$ cat src/rtl/ring_consts.svh
// ring bus sizing constants, included by the package and by every RTL file that sizes ports
`ifndef RING_CONSTS_SVH
`define RING_CONSTS_SVH

// ============================================================
// ring geometry
// ============================================================

// stops on the ring
`define RING_NODES 4

// node id, wide enough for RING_NODES
`define RING_ID_W 2

// ============================================================
// request payload
// ============================================================

`define RING_ADDR_W 16
`define RING_TAG_W 4

`endif
$ cat src/rtl/ring_pkg.sv
// ring bus types shared by the RTL and the testbench, compile before any ring module
`include "ring_consts.svh"

package ring_pkg;

  // ============================================================
  // opcodes
  // ============================================================

  typedef enum logic [1:0] {
    op_read  = 2'd0,
    op_write = 2'd1,
    op_resp  = 2'd2
  } ring_op_e;

  // ============================================================
  // request and slot formats
  // ============================================================

  // what a local agent hands to its node, 24 bits
  typedef struct packed {
    logic [`RING_ID_W-1:0]   dst;
    ring_op_e                op;
    logic [`RING_ADDR_W-1:0] addr;
    logic [`RING_TAG_W-1:0]  tag;
  } ring_req_t;

  // one slot on the ring, 27 bits
  // fields other than used are don't-care on an empty slot
  typedef struct packed {
    logic                  used;
    logic [`RING_ID_W-1:0] src;
    ring_req_t             req;
  } ring_flit_t;

endpackage

$ cat src/rtl/ring_bus_top.sv
// four ring nodes closed into a unidirectional ring, per-node agent ports brought out as arrays
`timescale 1ns/1ps
`include "ring_consts.svh"

module ring_bus_top (
  input  logic                   clk,
  input  logic                   rst,

  // local request ports, index is the node id
  input  logic [`RING_NODES-1:0] req_a,
  input  logic [`RING_NODES-1:0] req_b,
  input  ring_pkg::ring_req_t    req_a_flit [`RING_NODES],
  input  ring_pkg::ring_req_t    req_b_flit [`RING_NODES],
  output logic [`RING_NODES-1:0] ready_a,
  output logic [`RING_NODES-1:0] ready_b,

  // per-node delivery
  output logic [`RING_NODES-1:0] deliver_valid,
  output ring_pkg::ring_flit_t   deliver_flit [`RING_NODES],

  // per-node retire
  output logic [`RING_NODES-1:0] retire_valid,
  output logic [`RING_TAG_W-1:0] retire_tag [`RING_NODES]
);

  import ring_pkg::*;

  // ring_link[i] is the slot register of node i
  ring_flit_t ring_link [`RING_NODES];

  // ============================================================
  // nodes
  // ============================================================

  for (genvar i = 0; i < `RING_NODES; i++) begin : g_node
    // node i listens to node i-1, wrapping at zero
    ring_node #(
      .NODE_ID (`RING_ID_W'(i))
    ) node_i (
      .clk           (clk),
      .rst           (rst),
      .ring_in       (ring_link[(i + `RING_NODES - 1) % `RING_NODES]),
      .ring_out      (ring_link[i]),
      .req_a         (req_a[i]),
      .req_b         (req_b[i]),
      .req_a_flit    (req_a_flit[i]),
      .req_b_flit    (req_b_flit[i]),
      .ready_a       (ready_a[i]),
      .ready_b       (ready_b[i]),
      .deliver_valid (deliver_valid[i]),
      .deliver_flit  (deliver_flit[i]),
      .retire_valid  (retire_valid[i]),
      .retire_tag    (retire_tag[i])
    );
  end

endmodule

$ cat src/rtl/ring_node.sv
// one stop of the slotted ring, slot register plus local inject and eject, used by ring_bus_top
`timescale 1ns/1ps
`include "ring_consts.svh"

module ring_node #(
  parameter logic [`RING_ID_W-1:0] NODE_ID = '0
) (
  input  logic                   clk,
  input  logic                   rst,

  // ring path
  input  ring_pkg::ring_flit_t   ring_in,
  output ring_pkg::ring_flit_t   ring_out,

  // local request ports
  input  logic                   req_a,
  input  logic                   req_b,
  input  ring_pkg::ring_req_t    req_a_flit,
  input  ring_pkg::ring_req_t    req_b_flit,
  output logic                   ready_a,
  output logic                   ready_b,

  // local delivery and retire
  output logic                   deliver_valid,
  output ring_pkg::ring_flit_t   deliver_flit,
  output logic                   retire_valid,
  output logic [`RING_TAG_W-1:0] retire_tag
);

  import ring_pkg::*;

  ring_req_t  held_a;
  ring_req_t  held_b;
  ring_req_t  ins_req;
  logic       full_a;
  logic       full_b;
  logic       take_a;
  logic       take_b;
  logic       remove;
  logic       free;
  ring_flit_t slot_d;
  ring_flit_t slot_q;

  // ============================================================
  // local sides
  // ============================================================

  ring_inject inject_i (
    .clk        (clk),
    .rst        (rst),
    .req_a      (req_a),
    .req_b      (req_b),
    .req_a_flit (req_a_flit),
    .req_b_flit (req_b_flit),
    .take_a     (take_a),
    .take_b     (take_b),
    .ready_a    (ready_a),
    .ready_b    (ready_b),
    .held_a     (held_a),
    .held_b     (held_b),
    .full_a     (full_a),
    .full_b     (full_b)
  );

  ring_eject #(
    .NODE_ID (NODE_ID)
  ) eject_i (
    .clk           (clk),
    .rst           (rst),
    .ring_in       (ring_in),
    .deliver_valid (deliver_valid),
    .deliver_flit  (deliver_flit),
    .retire_valid  (retire_valid),
    .retire_tag    (retire_tag),
    .remove        (remove)
  );

  // ============================================================
  // slot update
  // ============================================================

  // slot is ours to fill if empty or being retired here
  assign free    = !ring_in.used || remove;
  assign take_a  = free && full_a;
  assign take_b  = free && !full_a && full_b;
  assign ins_req = full_a ? held_a : held_b;

  always_comb begin
    slot_d = ring_in;
    if (take_a || take_b) begin
      slot_d.used = 1'b1;
      slot_d.src  = NODE_ID;
      slot_d.req  = ins_req;
    end else if (remove) begin
      slot_d.used = 1'b0;
    end
  end

  // ring never stalls, slot loads every cycle
  always_ff @(posedge clk) begin
    if (rst) begin
      slot_q.used <= 1'b0;
    end else begin
      slot_q <= slot_d;
    end
  end

  assign ring_out = slot_q;

  // traffic from other nodes passes through untouched
  a_pass_through: assert property (
    @(posedge clk) disable iff (rst)
    (ring_in.used && !remove) |=> (ring_out == $past(ring_in))
  ) else $error("ring_node %0d overwrote a live flit", NODE_ID);

endmodule

$ cat src/rtl/ring_eject.sv
// output side of a ring node, matches the incoming slot and pulses delivery and retire
`timescale 1ns/1ps
`include "ring_consts.svh"

module ring_eject #(
  parameter logic [`RING_ID_W-1:0] NODE_ID = '0
) (
  input  logic                   clk,
  input  logic                   rst,

  // slot arriving from the previous node
  input  ring_pkg::ring_flit_t   ring_in,

  // copy for the local agent, always accepted
  output logic                   deliver_valid,
  output ring_pkg::ring_flit_t   deliver_flit,

  // our own flit came back around
  output logic                   retire_valid,
  output logic [`RING_TAG_W-1:0] retire_tag,

  // combinational, node frees the slot on this
  output logic                   remove
);

  logic dst_hit;

  // delivery and removal are independent, self-sends hit both
  assign dst_hit = ring_in.used && (ring_in.req.dst == NODE_ID);
  assign remove  = ring_in.used && (ring_in.src == NODE_ID);

  // ============================================================
  // output pulses
  // ============================================================

  always_ff @(posedge clk) begin
    if (rst) begin
      deliver_valid <= 1'b0;
      retire_valid  <= 1'b0;
    end else begin
      deliver_valid <= dst_hit;
      retire_valid  <= remove;
    end
  end

  // payload held until the next hit
  always_ff @(posedge clk) begin
    if (dst_hit) begin
      deliver_flit <= ring_in;
    end
    if (remove) begin
      retire_tag <= ring_in.req.tag;
    end
  end

endmodule

$ cat src/rtl/ring_inject.sv
// input side of a ring node, one holding register per local port, instantiated by ring_node
`timescale 1ns/1ps

module ring_inject (
  input  logic                clk,
  input  logic                rst,

  // local request strobes
  input  logic                req_a,
  input  logic                req_b,
  input  ring_pkg::ring_req_t req_a_flit,
  input  ring_pkg::ring_req_t req_b_flit,

  // node has moved the held request into its slot
  input  logic                take_a,
  input  logic                take_b,

  output logic                ready_a,
  output logic                ready_b,

  // to the node's insertion mux
  output ring_pkg::ring_req_t held_a,
  output ring_pkg::ring_req_t held_b,
  output logic                full_a,
  output logic                full_b
);

  import ring_pkg::*;

  // port 0 is A, port 1 is B
  localparam int NPORT = 2;

  logic [NPORT-1:0] strobe;
  logic [NPORT-1:0] take;
  logic [NPORT-1:0] full_q;
  ring_req_t        in_req [NPORT];
  ring_req_t        held_q [NPORT];

  assign strobe    = {req_b, req_a};
  assign take      = {take_b, take_a};
  assign in_req[0] = req_a_flit;
  assign in_req[1] = req_b_flit;

  // ============================================================
  // holding registers
  // ============================================================

  // occupancy
  always_ff @(posedge clk) begin
    if (rst) begin
      full_q <= '0;
    end else begin
      for (int p = 0; p < NPORT; p++) begin
        if (take[p]) begin
          full_q[p] <= 1'b0;
        end else if (strobe[p]) begin
          full_q[p] <= 1'b1;
        end
      end
    end
  end

  // payload, only loaded into an empty entry
  always_ff @(posedge clk) begin
    for (int p = 0; p < NPORT; p++) begin
      if (strobe[p] && !full_q[p]) begin
        held_q[p] <= in_req[p];
      end
    end
  end

  assign held_a  = held_q[0];
  assign held_b  = held_q[1];
  assign full_a  = full_q[0];
  assign full_b  = full_q[1];
  assign ready_a = !full_q[0];
  assign ready_b = !full_q[1];

  // ============================================================
  // checks
  // ============================================================

  for (genvar p = 0; p < NPORT; p++) begin : g_chk
    // agent must wait for ready before strobing again
    a_no_strobe_full: assert property (
      @(posedge clk) disable iff (rst) full_q[p] |-> !strobe[p]
    ) else $error("ring_inject port %0d strobed while full", p);

    // node may only take a request that is actually held
    a_take_held: assert property (
      @(posedge clk) disable iff (rst) take[p] |-> full_q[p]
    ) else $error("ring_inject port %0d taken while empty", p);
  end

endmodule

$ cat config.mk
export PLATFORM = sky130hd
export DESIGN_NAME = ring_bus_top
export DESIGN_NICKNAME = d
export VERILOG_FILES = /design/src/rtl/ring_pkg.sv /design/src/rtl/ring_bus_top.sv /design/src/rtl/ring_node.sv /design/src/rtl/ring_eject.sv /design/src/rtl/ring_inject.sv
export VERILOG_INCLUDE_DIRS = /design/src /design/src/rtl
export SDC_FILE = /design/constraint.sdc
export NUM_CORES = 1
export LEC_CHECK = 0
export ABC_AREA = 1
export BUFFER_PORTS_ARGS = -buffer_cell sky130_fd_sc_hd__buf_2
export CAP_MARGIN = 30
export CORE_ASPECT_RATIO = 1.1
export CORE_MARGIN = 3
export CORE_UTILIZATION = 49
export CTS_CLUSTER_DIAMETER = 100
export DETAILED_ROUTE_END_ITERATION = 10
export HOLD_SLACK_MARGIN = 0.05
export PLACE_DENSITY = 0.76
export REMOVE_ABC_BUFFERS = 1
export SYNTH_ARGS = -nofsm -noshare
export SYNTH_HDL_FRONTEND = slang
export SYNTH_SLANG_ARGS = --single-unit
$ cat constraint.sdc
create_clock -name clk -period 2.95 [get_ports clk]
set_input_delay 0.1475 -clock clk [delete_from_list [all_inputs] [get_ports clk]]
set_output_delay 0.1475 -clock clk [all_outputs]
set_load 0.005 [all_outputs]
### Word-level counts from Yosys, hierarchy flattened

Memory sizes are Yosys's and may differ from the RTL's.
Index checks and enable logic that the tools add are counted.
Widths: inputs -> output; s select.

| storage, ports and cells | value |
|---|---|
| word-level logic and storage cells | 168 |
| memories kept | 4 |
| register bits | 248 |
| RAM bits | 192 |
| bits of input ports | 202 |
| output and inout port bits | 140 |

Memories:

| memory | depth | bits a word | read ports | clocked after memory_dff | wr ports | line | RTL |
|---|---|---|---|---|---|---|---|
| g_node[0].node_i.inject_i.held_q | 2 | 24 | 2 | 0 | 2 | ring_inject.sv:37 | `ring_req_t held_q [NPORT];` |
| g_node[1].node_i.inject_i.held_q | 2 | 24 | 2 | 0 | 2 | ring_inject.sv:37 |  |
| g_node[2].node_i.inject_i.held_q | 2 | 24 | 2 | 0 | 2 | ring_inject.sv:37 |  |
| g_node[3].node_i.inject_i.held_q | 2 | 24 | 2 | 0 | 2 | ring_inject.sv:37 |  |

| operators by class | value |
|---|---|
| reductions and logical operators | 58 |
| equal/unequal tests | 6 |
| mux-type cells | 32 |

Operators with widths:

| operator | number |
|---|---|
| $mux 24 | 8 |
| $logic_and 1x1->1 | 28 |
| $mux 1 | 24 |
| $reduce_or 2->1 | 8 |
| $logic_not 1->1 | 12 |
| $eq 2x2->1 const B | 4 |
| $logic_or 1x1->1 | 8 |
| $eq 2x1->1 const B | 2 |
| $logic_not 2->1 | 2 |

### Longest topological paths before layout

Gate-level depths: netlist of run 1.

| logic depth | value |
|---|---|
| depth after elaboration | 7 |
| gate-level depth with buffers | 7 |

### Cells and area by module

From an unflattened synthesis of run 1, not the netlist that was laid out.

| second synthesis, totals | value |
|---|---|
| cells, all modules | 1302 |
| area total of the unflattened synthesis | 16598.4 µm² |

Modules (own cells, without submodules):

| module | area an instance (µm²) | cells each | times used |
|---|---|---|---|
| ring_inject | 1537.7 | 65 | 4 |
| ring_node at g_node[0].node_i ... | 1615.3 | 221 | 3 |
| ring_eject at g_node[1].node_i.eject_i ... | 996.0 | 39 | 3 |
| ring_node at g_node[3].node_i | 1612.8 | 221 | 1 |
| ring_eject at g_node[0].node_i.eject_i | 1001.0 | 41 | 1 |

### Least setup slack after synthesis of run 1

OpenSTA, ideal clock, no wires.

| path | value |
|---|---|
| path kind | register -> register |
| start point | register g_node[1].node_i.slot_q, in the netlist g_node[1].node_i.ring_out[22] |
| end point | register, netlist name g_node[2].node_i.eject_i.deliver_flit[0] |
| buffers on the path | 0 |
| stages on the path, launching flop included | 2 |
| setup slack | 170 ps |
| arrival | 2335 ps |
| setup time | 445 ps |
| period minus slack after synthesis | 2780 ps |
| required time | 2505 ps |
| cells stage by stage | edfxtp_1 > nor3_1 |

| on the way | value |
|---|---|
| word-level cells in the longest chain between the ends | 2 |

RTL lines:

| what | line | RTL |
|---|---|---|
| from (decl) | ring_node.sv:42 | `ring_flit_t slot_q;` |
| from (signal assigned) | ring_node.sv:104 | `slot_q <= slot_d;` |
| $eq 2x2->1 | ring_eject.sv:29 | `assign dst_hit = ring_in.used && (ring_in.req.dst == NODE_ID);` |
| $logic_and 1x1->1 | ring_eject.sv:29 |  |
| via g_node[2].node_i.eject_i.dst_hit | ring_eject.sv:26 | `logic dst_hit;` |

The timed path passes the listed nets, and every way through them passes these cells.
A chain may end at the register's enable or synchronous reset.

### Worst setup path in the final report of run 1

| path | value |
|---|---|
| start point | register g_node[0].node_i.inject_i.full_q[1] |
| end point | output port ready_b[0] |

| on the way | value |
|---|---|
| word-level cells in the longest chain between the ends | 1 |

RTL lines:

| what | line | RTL |
|---|---|---|
| from (decl) | ring_inject.sv:35 | `logic [NPORT-1:0] full_q;` |
| from (signal assigned) | ring_inject.sv:51 | `full_q <= '0;` |
| from (signal, indexed assignment) | ring_inject.sv:55 | `full_q[p] <= 1'b0;` |
| from (signal, indexed assignment) | ring_inject.sv:57 | `full_q[p] <= 1'b1;` |
| $logic_not 1->1 | ring_inject.sv:77 | `assign ready_b = !full_q[1];` |
| to (decl) | ring_bus_top.sv:15 | `` output logic [`RING_NODES-1:0] ready_b, `` |

Every way passes these cells.

==> results of run 1 <==
registers in the layout (all words and copies together) (netlist names):
name	cells
g_node.node_i.eject_i.deliver_valid	4
g_node.node_i.inject_i.held_q	192
g_node.node_i.eject_i.retire_tag	16
g_node.node_i.inject_i.full_q	8
g_node.node_i.ring_out	108
g_node.node_i.eject_i.retire_valid	4
g_node.node_i.eject_i.deliver_flit	108
path summary, 6_finish.rpt:
kind,end,startpoint,slack (ps),cells after the start
min reg2reg,g_node[1].node_i.eject_i.deliver_flit[5],g_node[0].node_i.ring_out[5],440,0
max,ready_b[0],g_node[0].node_i.inject_i.full_q[1],850,3
min,g_node[2].node_i.inject_i.held_q[0][33],req_b_flit[33],310,2
max reg2reg,g_node[0].node_i.ring_out[6],g_node[0].node_i.inject_i.full_q[0],1090,5
per-layer routing:
layer	up-vias	wire length (um)
li1	5148	-
met1	5438	17000
met2	675	25000
met3	99	4330
met4	0	1670
met5	-	0
cell type report:
| cell class | instances | area [um^2] |
|---|---|---|
| Antenna cell | 1 | 2.50 |
| Clock buffer | 54 | 1200 |
| Clock inverter | 28 | 357 |
| Fill cell | 2238 | 10600 |
| Inverter | 41 | 156 |
| Multi-Input combinational cell | 596 | 2770 |
| Sequential cell | 440 | 13000 |
| Tap cell | 426 | 533 |
| Timing Repair Buffer | 570 | 3950 |
stage by stage:
step	area (um^2)	hold slack [ps]
5_1_grt	22000	290
3_5_place_dp	18400	326
3_3_place_gp	18400	324
6_report	22000	307
4_1_cts	22000	276
2_1_floorplan	15900	219
synthesized netlist by cell type, drive strengths merged:
library cell	count	area, um^2
a31oi	3	18.8
buf	58	392
edfxtp	420	12600
inv	41	154
nand3	4	20.0
clkbuf	15	61.3
or2	24	150
nor3	8	40.0
o211ai	73	548
nand2	405	1530
nor2	11	41.3
nor4	5	31.3
o21ai	59	329
a21oi	4	20.0
dfxtp	20	400
cell families after synthesis:
| group | Yosys count | synth area share (%) |
|---|---|---|
| AO/OA/AOI/OAI | 139 | 5.60 |
| AND/OR/NAND/NOR | 457 | 11.1 |
| buffers and inverters | 114 | 3.71 |
| flip-flops | 440 | 79.6 |
power breakdown:
group          leakage, nW  switching [mW]  internal (mW)  total, mW
Combinational         4.07           0.905          0.625       1.53
Sequential            4.17           0.360           7.52       7.88
Clock                0.747            2.39           3.61       6.00
Total                 8.98            3.66           11.7       15.4
worst reg2reg max path, cell delays in order, from the launching register on:
cell	delay [ps]
dfxtp_2	710
inv_2	420
nand2_1	150
nand2_1	120
o211ai_1	120
nand2_1	80
==> metrics, run 1 <==
status complete, no violations; max_cap viols 0; Placed Cells 1872; most common cell after layout, fill and taps aside edfxtp_1; DIE AREA 35600 um^2; PnR Total Power 15.4 mW; Setup Fix Bufs, Post-CTS 0; Setup WS post-layout about 850 ps; relative slew slack 47.9%; M3 GR Usage roughly 6.0%; Worst Path Class, Setup reg2out; Worst Hold Class in2reg; Buf/Inv on CP 3; antenna-violating nets left 0; largest net degree at the start of global routing 48; initial drt markers 1160; crit end category primary output; Vias/cell approximately 5.3; core area 32600 um^2; Synth warnings 0; Least-Margin Pin Slew between 700 and 800 ps; port buffer count ~340; mean post-synth cell area ~14 um^2; critical path, cell by cell buf_4 > inv_1 > buf_2; delay-heaviest family, CP flip-flops; number of distinct library cells after synthesis 26; Critical Path Fanout Max 17; Post-Place Setup Slack 1150 ps; drt first pass iters 5; TritonCTS buffer count 44; clk root buf clkbuf_16; DP HPWL 29600 um; Total GRT Usage 26.4%; CP max stage cell dfxtp_1; met2 usage in global routing 47.0%; Rows 69; DRC 0; clock sinks 440; Final GP Congestion 0.831; DR vias between 10000 and 15000; vias in the first global route 11700; Power Density 701 nW/um^2; Final period util approximately 71%; mapped cell area 16300 um^2; minimum clock period 2100 ps; RSZ-0062 raised after global routing no; worst path required time 2800 ps; Layout Cells excl Fill between 2000 and 2500; Slew Limit Fails 0; Top Usage Layer GRT met2; CP startpoint kind flip-flop; drt total wl ~48000 um; fmax 477 MHz; cts-stage hold buffer count 201; worst stage delay on the critical path 830 ps; Reg clk slew, reported paths 70 ps; maximum VDD drop about 470 uV; leakage 8.98 nW; Top Ports around 340; final hold vios 0; Nets 1895; setup violators final 0; area grow syn2layout 34.5%; antenna violations before repair 1; Core Util, Final 67.4%; CTS tree built; post_cts resized 0; #FFs+latches synth 440; H-tree Lvls 2; Arrival @ worst endpoint about 2000 ps; met1 Use GR 31.8%; drt wl/cell 22.2 um; clk_skew 17.8 ps; post-synthesis cell count 1150; first-pass GRT wire length 70200 um; die width ~180 um; commonest cells after routing, fill and taps aside 420 x edfxtp_1, 403 x nand2_1, 341 x buf_2, 201 x dlygate4sd3_1, 73 x o211ai_1; DIE HEIGHT 198 um; grt ovf 0; fraction of layout cells with a size suffix above 1 28.2%; later-pin clock latency in the skew report 550 ps; register area share after synthesis between 70% and 80%; clock buffer depth 3; initial core utilization about half; setup tns final 0 ps
No activity file was read; power rests on OpenSTA's default activity.
==> run 2, diff against run 1 <==
--- a/config.mk
+++ b/config.mk
@@ -11,11 +11,11 @@
 export CAP_MARGIN = 30
 export CORE_ASPECT_RATIO = 1.1
 export CORE_MARGIN = 3
-export CORE_UTILIZATION = 49
+export CORE_UTILIZATION = 54
 export CTS_CLUSTER_DIAMETER = 100
 export DETAILED_ROUTE_END_ITERATION = 10
 export HOLD_SLACK_MARGIN = 0.05
-export PLACE_DENSITY = 0.76
+export PLACE_DENSITY = 0.79
 export REMOVE_ABC_BUFFERS = 1
 export SYNTH_ARGS = -nofsm -noshare
 export SYNTH_HDL_FRONTEND = slang
==> constraint.sdc (replaced) <==
create_clock -name clk -period 2.15 [get_ports clk]
set_input_delay 0.1075 -clock clk [delete_from_list [all_inputs] [get_ports clk]]
set_output_delay 0.1075 -clock clk [all_outputs]
set_load 0.005 [all_outputs]
==> run 2 against run 1 <==
Critical path depth did not move. Wire length decreased by 0.46%. Critical path type unchanged. Global-route usage up 2.9 points. Non-clock buffer count rose by 9. Combinational power up 45%. Via count rose by 1.8%. Largest power group unchanged. Clock skew is 6.8 ps lower.
==> metrics, run 2 (synthesis gave the netlist of run 1 again) <==
status complete, no violations; later-pin clock latency in the skew report 530 ps; design area 22100 um^2; leakage 9.07 nW; final hold vios 0; DP HPWL 28700 um; Most flops, register g_node.node_i.inject_i.held_q; antenna-violating nets left 0; drt total wl between 40000 and 50000 um; Top Ports 342; Nets 1904; Int Power 16.4 mW; fill cell count 1751; Core Util, Final 74.3%; minimum clock period 1970 ps; setup violators final 0; DIE AREA 32400 um^2; drt first pass iters 6; Arrival @ worst endpoint 1860 ps; H-tree Lvls 2; Post-Place Setup Slack 477 ps; port buffer count 341; DIE HEIGHT 188 um; drt wl/cell 22.6 um; initial core utilization between 50 and 60%; RSZ-0062 raised after global routing no; Final GP Congestion 0.884; worst path required time 2040 ps; die width 172 um; vias in the first global route 11700; Worst R2R Setup Slack 420 ps; fraction of layout cells with a size suffix above 1 28.4%; DRC 0; most common cell after layout, fill and taps aside edfxtp_1; first-pass GRT wire length 70100 um; Setup Fix Bufs, Post-CTS 0; commonest cells after routing, fill and taps aside 420 x edfxtp_1, 403 x nand2_1, 341 x buf_2, 202 x dlygate4sd3_1, 73 x o211ai_1; flip-flop count of the largest register after layout 192; Worst Setup SP g_node[0].node_i.inject_i.full_q[1]; initial drt markers between 1000 and 1500; clock sinks between 400 and 500; clk root buf clkbuf_16; hold path depth 2; Vias/cell 5.48; Rows 66; Setup WS post-layout ~180 ps; cells on worst reg2reg path 3; Total GRT Usage 29.3%; CP max stage cell dfxtp_1; clock buffer depth 3; Reg clk slew, reported paths around 60 ps; part of the power in registers 50.4%; CP startpoint kind flip-flop; largest net degree at the start of global routing 36; max_cap viols 0; Least-Margin Pin Slew 813 ps; maximum VDD drop 734 uV; Sw Ratio 23.1%; critical path, cell by cell buf_4 > inv_1 > buf_2; Hold Path End g_node[3].node_i.inject_i.held_q[0][29]; Worst Hold Class in2reg; fmax 507 MHz; grt ovf 0; clock power share around two fifths; TritonCTS buffer count 44; Placed Area 18500 um^2; Slew Limit Fails 0; relative slew slack 45.6%; Worst R2R End g_node[3].node_i.ring_out[17]; antenna violations before repair 1; Final period util 91.7%; Hold Startpoint req_b_flit[5]; Worst Path Class, Setup reg2out; core area between 20000 and 30000 um^2; switching power 4.91 mW; DR vias 11600; Comb pwr share 10.4%; crit end category primary output; RR Startpoint g_node[3].node_i.inject_i.full_q[0]; Critical Path Fanout Max 19; worst stage delay on the critical path 680 ps; CTS tree built; area grow syn2layout 35.2%; Power Density 965 nW/um^2; clk_skew between 10 and 15 ps
[run 2: repair_timing]
| item | 4_1_cts | 5_1_grt |
|---|---|---|
| hold buffers | 202 | 0 |
| setup endpoints to repair | 0 | 0 |
| resized for setup | 0 | 0 |
| endpoints found under the hold margin | 221 | 0 |
[run 2: power groups by stage]
stage,combinational (mW),sequential (mW),clock (mW)
6_report,2.22,10.8,8.34
5_1_grt,2.44,10.8,8.77
4_1_cts,2.15,10.7,8.37
3_5_place_dp,1.85,10.9,0
3_3_place_gp,1.79,10.9,0
2_1_floorplan,0.901,10.8,0
[run 2: layout make-up]
class,instances,area (um^2),area share (%)
multi-input combinational,596,2770,12.5
inverter,41,156,0.708
tap,374,468,2.12
clock buffer,60,1260,5.71
sequential,440,13000,58.9
clock inverter,20,333,1.51
antenna,1,2.50,0.0113
timing repair buffer,579,4080,18.5
[run 2: layer usage]
metal  wire length (um)  vias to the layer above  track usage [%]
met4               2060                        0             10.7
met3               4250                      118             5.83
met1              16800                     5518             36.1
met2              24600                      770             51.3
li1                   -                     5158                -
met5                  0                        -                0
[run 2: worst max-delay path: cells and delay by family (launching register included)]
family   cells  cell delay [ps]
buf+inv      3              660
flops        1              680
[run 2: worst max path at each step]
stage,depth (start not counted),slack (ps),end
after global routing,3,110,ready_b[0]
after floorplan,3,-700,g_node[0].node_i.inject_i.full_q[1]
after detailed placement,3,480,g_node[3].node_i.ring_out[17]
after CTS,3,220,ready_b[0]
after global placement,3,480,g_node[3].node_i.ring_out[17]
final,3,180,ready_b[0]
[run 2: stage by stage]
stage	setup TNS [ps]	total power [mW]	hold slack (ps)	instances
finish	0	21.3	292	2111
CTS	0	21.3	268	2110
detailed placement	0	12.8	286	1828
floorplan	-145120	11.7	179	1077
global route	0	22.0	282	2111
global placement	0	12.7	285	1827
==> run 3, diff against run 2 <==
==> constraint.sdc (replaced) <==
create_clock -name clk -period 2.1 [get_ports clk]
set_input_delay 0.105 -clock clk [delete_from_list [all_inputs] [get_ports clk]]
set_output_delay 0.105 -clock clk [all_outputs]
set_load 0.005 [all_outputs]
==> run 3 against run 2 <==
Cell count shrank 0.33%. Critical endpoint unchanged. Worst hold slack worse by 3.2 ps. Power is 1.4% lower. Sequential power barely moved. Clock power down 7.3%. Largest power group unchanged. Via count is 0.66% higher. Critical path depth is the same. Sequential cell count did not move. First-iteration DRC count down 0.81%.
==> metrics, run 3 (synthesis gave the netlist of run 1 again) <==
later-pin clock latency in the skew report 530 ps; DRC 0; crit end category primary output; DR vias ~12000; area grow syn2layout 34.0%; Least-Margin Pin Slew 800 ps; TritonCTS buffer count between 40 and 50; DIE HEIGHT 188 um; setup violators final 0; Reg clk slew, reported paths 70 ps; drt wl/cell 23.1 um; initial core utilization 55.0%; CP startpoint kind flip-flop; Nets 1901; hold path depth 2; post_cts resized 0; first-pass GRT wire length 71200 um; RR Startpoint g_node[2].node_i.inject_i.full_q[0]; cells on worst reg2reg path 6; Hold WS 289 ps; Most flops, register g_node.node_i.inject_i.held_q; Worst Path Class, Setup reg2out; commonest cells after routing, fill and taps aside 420 x edfxtp_1, 403 x nand2_1, 341 x buf_2, 201 x dlygate4sd3_1, 73 x o211ai_1; max_cap viols 0; Critical Path Fanout Max 19; Top Ports 342; metal2 WL 25000 um; leakage 8.98 nW; drt total wl 48600 um; relative slew slack 46.5%; # diodes 0; core area 29700 um^2; Final period util 91.7%; Rows between 60 and 70; grt ovf 0; largest net degree at the start of global routing 35; maximum VDD drop 774 uV; CTS tree built; clk root buf clkbuf_16; Setup Fix Bufs, Post-CTS 0; final hold vios 0; clk_skew 10.0 ps; Top Metal Used met4; Final GP Congestion 0.875; Worst Setup SP g_node[0].node_i.inject_i.full_q[1]; fmax 519 MHz; H-tree Lvls 2; Vias/cell 5.53; port buffer count 341; clock sinks 440; Slew Limit Fails 0; DIE AREA ~32000 um^2; worst path required time 2000 ps; routed wire length on met3 about 4600 um; Routed met1 length 16600 um; minimum clock period approximately 1900 ps; RSZ-0062 raised after global routing no; antenna violations before repair 0; most common cell after layout, fill and taps aside edfxtp_1; clock buffer depth 3; initial drt markers 1218; DP HPWL 29300 um; critical path, cell by cell buf_4 > inv_1 > buf_2; antenna-violating nets left 0; Power Density 960 nW/um^2; Hold Startpoint req_b_flit[8]; Worst Hold Class in2reg; Total GRT Usage between 20% and 30%; Core Util, Final 73.7%; Arrival @ worst endpoint approximately 1800 ps; drt first pass iters 5; fraction of layout cells with a size suffix above 1 between 20 and 30%; flip-flop count of the largest register after layout between 150 and 200; CP max stage cell dfxtp_1; die width 172 um; vias in the first global route 11800; status complete, no violations; worst stage delay on the critical path 660 ps
run 3: final timing paths:
check / to / slack, ps
max: ready_b[0] / 170
min: g_node[3].node_i.inject_i.held_q[0][32] / 290
max reg2reg: g_node[2].node_i.ring_out[22] / 380
min reg2reg: g_node[1].node_i.eject_i.deliver_flit[16] / 450
run 3: where the power goes:
group / switching (mW) / leakage, nW / internal (mW)
sequential: 0.453 / 4.17 / 10.6
combinational: 1.35 / 4.13 / 0.923
clock: 3.18 / 0.686 / 4.55
run 3: layer usage:
layer,global-route usage [%],vias up
met3,5.50,163
li1,-,5152
met1,35.9,5512
met4,12.0,0
met2,52.9,813
met5,0,-
run 3: per-stage QoR:
step	cells	TNS [ps]	total power [mW]	setup WS [ps]	cell area [um^2]
floorplan	1077	-160150	12.0	-752	15900
global placement	1825	0	13.0	318	18400
detailed placement	1827	0	13.1	414	18500
CTS	2104	0	20.9	175	21900
global route	2104	0	21.7	82.0	21900
finish	2104	0	21.0	173	21900
run 3: what timing repair did:
| action | CTS | global route |
|---|---|---|
| endpoints found under the setup margin | 0 | 0 |
| hold buffers | 201 | 0 |
| endpoints found under the hold margin | 217 | 0 |
run 3: layout make-up:
class,count,area (um^2)
clock buffers,52,1160
clock inverters,24,243
fillers,1784,7830
inverters,41,156
multi-input cells,596,2770
flip-flops and latches,440,13000
well taps,374,468
repair buffers,577,4080
run 3: worst max-delay path: cells and delay by family (launching register included):
| family | cells | cell delay (ps) |
|---|---|---|
| buf+inv | 3 | 630 |
| flops | 1 | 660 |
